===== config.mk =====
export PLATFORM = sky130hd
export DESIGN_NAME = lsb_entry_flat
export DESIGN_NICKNAME = d
export VERILOG_FILES = /design/src/verilog/lsu_pkg.sv /design/src/verilog/lsb_entry_if.sv /design/src/verilog/lsb_entry.sv /design/src/flat_wrapper.sv
export SDC_FILE = /design/constraint.sdc
export NUM_CORES = 1
export LEC_CHECK = 0
export BUFFER_PORTS_ARGS = -buffer_cell sky130_fd_sc_hd__buf_2
export CAP_MARGIN = 15
export CELL_PAD_IN_SITES_DETAIL_PLACEMENT = 1
export CELL_PAD_IN_SITES_GLOBAL_PLACEMENT = 2
export CORE_ASPECT_RATIO = 1.4
export CORE_MARGIN = 5
export CORE_UTILIZATION = 27
export CTS_CLUSTER_DIAMETER = 200
export CTS_CLUSTER_SIZE = 40
export DETAILED_ROUTE_END_ITERATION = 10
export PLACE_DENSITY_LB_ADDON = 0.1
export SETUP_SLACK_MARGIN = 0.4
export SLEW_MARGIN = 20
export SYNTH_ARGS = -nofsm -noshare
export SYNTH_HDL_FRONTEND = slang
export SYNTH_SLANG_ARGS = --single-unit
export TNS_END_PERCENT = 10

===== constraint.sdc =====
create_clock -name clk -period 3.1 [get_ports clk]
set_input_delay 0.62 -clock clk [delete_from_list [all_inputs] [get_ports clk]]
set_output_delay 0.62 -clock clk [all_outputs]
set_load 0.05 [all_outputs]

===== src/verilog/lsu_pkg.sv =====
package lsu_pkg;

    localparam int NICK_W = 4;
    localparam int DATA_W = 32;

    typedef logic [NICK_W-1:0] nick_t;   // rename tag, 0 = value ready
    typedef logic [DATA_W-1:0] data_t;
    typedef logic [31:0]       addr_t;
    typedef logic [31:0]       imm_t;

    typedef enum logic [3:0] {
        NONE, LB, LBU, LH, LHU, LW, SB, SH, SW, ALU
    } mem_op_e;

    typedef logic [1:0] len_t;
    localparam len_t LEN_ONE  = 2'd0;
    localparam len_t LEN_TWO  = 2'd1;
    localparam len_t LEN_FOUR = 2'd2;

    function automatic logic is_mem_op(input mem_op_e op);
        return op inside {LB, LBU, LH, LHU, LW, SB, SH, SW};
    endfunction

    function automatic logic is_store_op(input mem_op_e op);
        return op inside {SB, SH, SW};
    endfunction

    function automatic len_t op_len(input mem_op_e op);
        case (op)
            LB, LBU, SB: return LEN_ONE;
            LH, LHU, SH: return LEN_TWO;
            default:     return LEN_FOUR;
        endcase
    endfunction

    // load result from the raw little-endian word
    function automatic data_t extend_load(input mem_op_e op, input data_t raw);
        case (op)
            LB:      return {{24{raw[7]}}, raw[7:0]};
            LBU:     return {24'b0, raw[7:0]};
            LH:      return {{16{raw[15]}}, raw[15:0]};
            LHU:     return {16'b0, raw[15:0]};
            default: return raw;
        endcase
    endfunction

endpackage


===== src/verilog/lsb_entry_if.sv =====
interface lsb_entry_if;
    import lsu_pkg::*;

    // dispatcher side
    logic    alloc;
    mem_op_e alloc_op;
    imm_t    alloc_imm;
    nick_t   alloc_rd_nick;
    nick_t   alloc_rs1_nick;
    data_t   alloc_rs1_dt;
    nick_t   alloc_rs2_nick;
    data_t   alloc_rs2_dt;

    // entry state as seen by the issuer
    logic    occupied;
    logic    base_ready;
    logic    data_ready;
    logic    issued;
    mem_op_e op;
    imm_t    imm;
    data_t   rs1_dt;
    data_t   rs2_dt;
    nick_t   rd_nick;

    logic    issue_en;
    logic    free;

    modport disp (output alloc, alloc_op, alloc_imm, alloc_rd_nick, alloc_rs1_nick,
                  alloc_rs1_dt, alloc_rs2_nick, alloc_rs2_dt, input occupied);
    modport entry (input alloc, alloc_op, alloc_imm, alloc_rd_nick, alloc_rs1_nick,
                   alloc_rs1_dt, alloc_rs2_nick, alloc_rs2_dt, issue_en, free,
                   output occupied, base_ready, data_ready, issued, op, imm, rs1_dt,
                   rs2_dt, rd_nick);
    modport issue (input occupied, base_ready, data_ready, issued, op, imm, rs1_dt,
                   rs2_dt, rd_nick, output issue_en, free);
endinterface


===== src/verilog/lsb_entry.sv =====
module lsb_entry (
    input  logic           clk,
    input  logic           reset,
    input  logic           clr,
    input  logic           ex_en,
    input  lsu_pkg::nick_t ex_nick,
    input  lsu_pkg::data_t ex_dt,
    input  logic           lsb_en,
    input  lsu_pkg::nick_t lsb_nick,
    input  lsu_pkg::data_t lsb_dt,
    lsb_entry_if.entry     port
);
    import lsu_pkg::*;

    typedef enum logic [1:0] {ST_FREE, ST_HELD, ST_ISSUED} state_e;

    state_e state;
    logic   rs1_ok;
    logic   rs2_ok;
    nick_t  rs1_nick;
    nick_t  rs2_nick;
    logic   rs1_ex, rs1_lsb;
    logic   rs2_ex, rs2_lsb;

    // a waiting operand matches a broadcast
    assign rs1_ex  = ex_en && port.occupied && !rs1_ok && (rs1_nick == ex_nick);
    assign rs1_lsb = lsb_en && port.occupied && !rs1_ok && (rs1_nick == lsb_nick);
    assign rs2_ex  = ex_en && port.occupied && !rs2_ok && (rs2_nick == ex_nick);
    assign rs2_lsb = lsb_en && port.occupied && !rs2_ok && (rs2_nick == lsb_nick);

    assign port.occupied   = state != ST_FREE;
    assign port.issued     = state == ST_ISSUED;
    assign port.base_ready = rs1_ok;
    assign port.data_ready = rs2_ok;

    always_ff @(posedge clk) begin
        if (reset || clr || port.free) begin
            state  <= ST_FREE;
            rs1_ok <= 1'b0;
            rs2_ok <= 1'b0;
        end else if (port.alloc) begin
            state  <= ST_HELD;
            rs1_ok <= port.alloc_rs1_nick == '0;
            rs2_ok <= port.alloc_rs2_nick == '0;
        end else begin
            if (port.issue_en) state <= ST_ISSUED;
            if (rs1_ex || rs1_lsb) rs1_ok <= 1'b1;
            if (rs2_ex || rs2_lsb) rs2_ok <= 1'b1;
        end
    end

    always_ff @(posedge clk) begin
        if (port.alloc) begin
            port.op      <= port.alloc_op;
            port.imm     <= port.alloc_imm;
            port.rd_nick <= port.alloc_rd_nick;
            port.rs1_dt  <= port.alloc_rs1_dt;
            port.rs2_dt  <= port.alloc_rs2_dt;
            rs1_nick     <= port.alloc_rs1_nick;
            rs2_nick     <= port.alloc_rs2_nick;
        end else begin
            if (rs1_ex) port.rs1_dt <= ex_dt;
            else if (rs1_lsb) port.rs1_dt <= lsb_dt;
            if (rs2_ex) port.rs2_dt <= ex_dt;
            else if (rs2_lsb) port.rs2_dt <= lsb_dt;
        end
    end

endmodule


===== src/flat_wrapper.sv =====
// flat-port wrapper written by rule: the top's interface ports become plain ports
module lsb_entry_flat import lsu_pkg::*;
  (clk, reset, clr, ex_en, ex_nick, ex_dt, lsb_en, lsb_nick, lsb_dt, port_alloc, port_alloc_op, port_alloc_imm, port_alloc_rd_nick, port_alloc_rs1_nick, port_alloc_rs1_dt, port_alloc_rs2_nick, port_alloc_rs2_dt, port_issue_en, port_free, port_occupied, port_base_ready, port_data_ready, port_issued, port_op, port_imm, port_rs1_dt, port_rs2_dt, port_rd_nick);
  lsb_entry_if port_i ();
  input  logic clk;
  input  logic reset;
  input  logic clr;
  input  logic ex_en;
  input  lsu_pkg::nick_t ex_nick;
  input  lsu_pkg::data_t ex_dt;
  input  logic lsb_en;
  input  lsu_pkg::nick_t lsb_nick;
  input  lsu_pkg::data_t lsb_dt;
  input wire logic [$bits(port_i.alloc)-1:0] port_alloc;
  input wire logic [$bits(port_i.alloc_op)-1:0] port_alloc_op;
  input wire logic [$bits(port_i.alloc_imm)-1:0] port_alloc_imm;
  input wire logic [$bits(port_i.alloc_rd_nick)-1:0] port_alloc_rd_nick;
  input wire logic [$bits(port_i.alloc_rs1_nick)-1:0] port_alloc_rs1_nick;
  input wire logic [$bits(port_i.alloc_rs1_dt)-1:0] port_alloc_rs1_dt;
  input wire logic [$bits(port_i.alloc_rs2_nick)-1:0] port_alloc_rs2_nick;
  input wire logic [$bits(port_i.alloc_rs2_dt)-1:0] port_alloc_rs2_dt;
  input wire logic [$bits(port_i.issue_en)-1:0] port_issue_en;
  input wire logic [$bits(port_i.free)-1:0] port_free;
  output wire logic [$bits(port_i.occupied)-1:0] port_occupied;
  output wire logic [$bits(port_i.base_ready)-1:0] port_base_ready;
  output wire logic [$bits(port_i.data_ready)-1:0] port_data_ready;
  output wire logic [$bits(port_i.issued)-1:0] port_issued;
  output wire logic [$bits(port_i.op)-1:0] port_op;
  output wire logic [$bits(port_i.imm)-1:0] port_imm;
  output wire logic [$bits(port_i.rs1_dt)-1:0] port_rs1_dt;
  output wire logic [$bits(port_i.rs2_dt)-1:0] port_rs2_dt;
  output wire logic [$bits(port_i.rd_nick)-1:0] port_rd_nick;
  assign port_i.alloc = port_alloc;
  assign port_i.alloc_op = port_alloc_op;
  assign port_i.alloc_imm = port_alloc_imm;
  assign port_i.alloc_rd_nick = port_alloc_rd_nick;
  assign port_i.alloc_rs1_nick = port_alloc_rs1_nick;
  assign port_i.alloc_rs1_dt = port_alloc_rs1_dt;
  assign port_i.alloc_rs2_nick = port_alloc_rs2_nick;
  assign port_i.alloc_rs2_dt = port_alloc_rs2_dt;
  assign port_i.issue_en = port_issue_en;
  assign port_i.free = port_free;
  assign port_occupied = port_i.occupied;
  assign port_base_ready = port_i.base_ready;
  assign port_data_ready = port_i.data_ready;
  assign port_issued = port_i.issued;
  assign port_op = port_i.op;
  assign port_imm = port_i.imm;
  assign port_rs1_dt = port_i.rs1_dt;
  assign port_rs2_dt = port_i.rs2_dt;
  assign port_rd_nick = port_i.rd_nick;
  lsb_entry u_core (.clk(clk), .reset(reset), .clr(clr), .ex_en(ex_en), .ex_nick(ex_nick), .ex_dt(ex_dt), .lsb_en(lsb_en), .lsb_nick(lsb_nick), .lsb_dt(lsb_dt), .port(port_i));
endmodule

==> out/results.tsv <==
stage	metric	value	unit
worst_setup_path	worstPathMaxFanout	29	
logic_synthesis	synth-compound-area-share	0.0864	
logic_synthesis	netlist.top_cell.by_area	edfxtp_1	
floorplan	die_w	129	um
logic_synthesis	yosys.area_share.xor_xnor	0.0263	
timing	hold_violations	0	
clock_network	clk_pin_slew_worst_paths	60	ps
job	maxCapViolCount	0	
cells_and_area	final_cell_mix	buf_2, edfxtp_1, a21oi_1	
logic_synthesis	syn_avg_cell_area	14.6	um2
timing	min_period	2400	ps
run_status	status	finished clean	
logic_synthesis	synthMuxAreaShare	0.115	
global_route	antenna_found_initial	4	
route	drc	0	
logic_synthesis	yosys-top-cells-area	edfxtp_1, mux2_4, mux2_2, a21oi_1, nor2b_1	
global_route	grt_usage	0.158	
global_route	grt_pass1_wl	27000	um
cells_and_area	nets	863	
timing	finalCritPeriodShare	0.773	
clock_network	clockBufferDepth	2	
cells_and_area	final_common_cell	buf_2	
floorplan	initial_utilization	0.275	
power_and_ir_drop	ir_drop	0.337	mV
hold_path	hold_path.class	input pin to flip-flop	
logic_synthesis	yosysWarnings	0	
route	top_layer	met5	
route	drt_pass1_iterations	4	
place	port_buffers	299	
place	dp_hpwl	14200	um
floorplan	pin_count	300	
route	ant_nets	0	
worst_setup_path	r2r_cells	5	
timing	setup_violations	0	
timing	worst_pin_slew	669	ps
cells_and_area	drive_gt1_frac	0.579	
cells_and_area	area_growth	45.2	%
logic_synthesis	netlist.area_leader.share	0.631	
logic_synthesis	synthCells	365	
timing	max_freq	0.417	GHz
logic_synthesis	synth_cell_types	30	
floorplan	die_y	176	um
clock_network	cts-resized-gates	0	
logic_synthesis	synth-simple-area-share	0.0997	
logic_synthesis	synthAdderAreaFrac	0	
floorplan	core_area	0.0194	mm2
logic_synthesis	synth-seq-cells	116	
timing	drv_slew	0	
route	drt_iter0_drc	126	
floorplan	num_rows	60	
timing	rsz0062_at_grt	no	
clock_network	cts_root_buf	clkbuf_16	
global_route	gr-total-overflow	0	
clock_network	cts.sinks	116	
route	met2_wirelength	9740	um
worst_setup_path	cp.required	3250	ps
worst_setup_path	cp_data_arrival_time	2550	ps
worst_setup_path	setup.worst_path.end_class	flip-flop	
timing	worst_hold_slack	385	ps
worst_setup_path	path_class	flip-flop to flip-flop	
clock_network	post_cts.repair.setup_buffers	0	
timing	tns	0	ps
power_and_ir_drop	leakage	3.43	nW
floorplan	die_area	0.0227	mm2
clock_network	hold_buffers	0	
timing	fin_worst_skew	7.87	ps
global_route	grt_pass1_vias	4859	
logic_synthesis	synth_top_family_by_area	multiplexers	
route	vias	4290	
clock_network	cts_tree	yes	
route	met3_wirelength	1820	um
worst_setup_path	start_kind	flip-flop	
route	routedWlPerCell	19.7	um
timing	slew_headroom	0.550	
clock_network	cts_buffers	17	
route	vias_per_cell	4.59	
global_route	grt_max_degree	60	
logic_synthesis	netlist_area	0.00533	mm2
clock_network	clk_latency	410	ps
logic_synthesis	syn-num-nets	557	
place	place.gp.congestion	0.772	
clock_network	h-tree-depth	4	
logic_synthesis	seq_area_frac_synth	0.646	
route	wl_met1	6510	um
hold_path	holdPathStages	1	
route	routed_wirelength	18400	um
power_and_ir_drop	powerDensity	600	mW/mm2
cell type report:
type                       count  area (um2)
fill                        2168       11600
clock inverter                15         156
antenna                        2        5.00
multi-input combinational    224        1770
timing repair buffer         312        1630
tap                          248         310
clock buffer                  17         425
sequential                   116        3440
cell usage after synthesis (all sizes together):
library cell / instances
mux2: 48
xor2: 9
or4: 2
nand3: 1
a221o: 16
xnor2: 7
edfxtp: 112
nor2: 1
a21oi: 48
buf: 9
nand2: 26
nor2b: 34
o41ai: 2
nor4: 2
o21a: 1
nand4b: 1
o31ai: 2
dfxtp: 4
nand4: 1
o311a: 2
nor3: 1
or2: 3
clkbuf: 16
nor3b: 17
metal layers:
metal | GRT usage | up-vias
met4 | 0.0504 | 4
li1 | - | 2007
met5 | 0 | -
met1 | 0.161 | 2052
met2 | 0.289 | 206
met3 | 0.0678 | 21
logic make-up after synthesis:
kind of cell | after synthesis
XOR/XNOR | 16
multiplexers | 48
AND/OR/NAND/NOR | 89
AO/OA/AOI/OAI | 71
buffers and inverters | 25
flip-flops | 116
flip-flops by register name, summed over array words and instances (netlist names), 2 cells and up:
name and cells:
u_core.port.rs1_dt 32, u_core.port.rs2_dt 32, u_core.state 2, u_core.port.imm 32
u_core.port.rd_nick 4, u_core.port.op 4, u_core.rs2_nick 4, u_core.rs1_nick 4
final timing paths:
| check | startpoint | end | slack (ps) |
|---|---|---|---|
| worst max-delay path | u_core.state[1] | u_core.port.rs1_dt[28] | 700 |
| worst min-delay path | port_alloc_imm[15] | u_core.port.imm[15] | 380 |
| worst max register to register | u_core.state[1] | u_core.port.rs1_dt[28] | 700 |
| worst min register to register | u_core.state[1] | u_core.state[1] | 520 |
metrics by stage:
step	setup WS, ps	util	instance area (um2)	total power, W	cells
after floorplan	503	-	5330	0.00245	365
after global placement	447	0.369	7150	0.00276	900
after detailed placement	383	0.369	7150	0.00277	900
after CTS	640	0.399	7740	0.00472	932
after global routing	547	0.400	7740	0.00485	934
final	703	0.400	7740	0.00465	934
critical path, cell delays in order (launching register included):
cell and delay, ps:
dfxtp_1 340, or2_1 240, nand3_1 180, or4_2 730, buf_4 270, a221o_1 350
report_power, final:
part	switching, W	internal [W]	leakage, nW	total (W)
clock network	0.000737	0.00119	0.284	0.00192
logic	0.000574	0.000264	2.02	0.000838
registers	0.0000326	0.00185	1.13	0.00189
No activity file was read; power rests on OpenSTA's default activity.
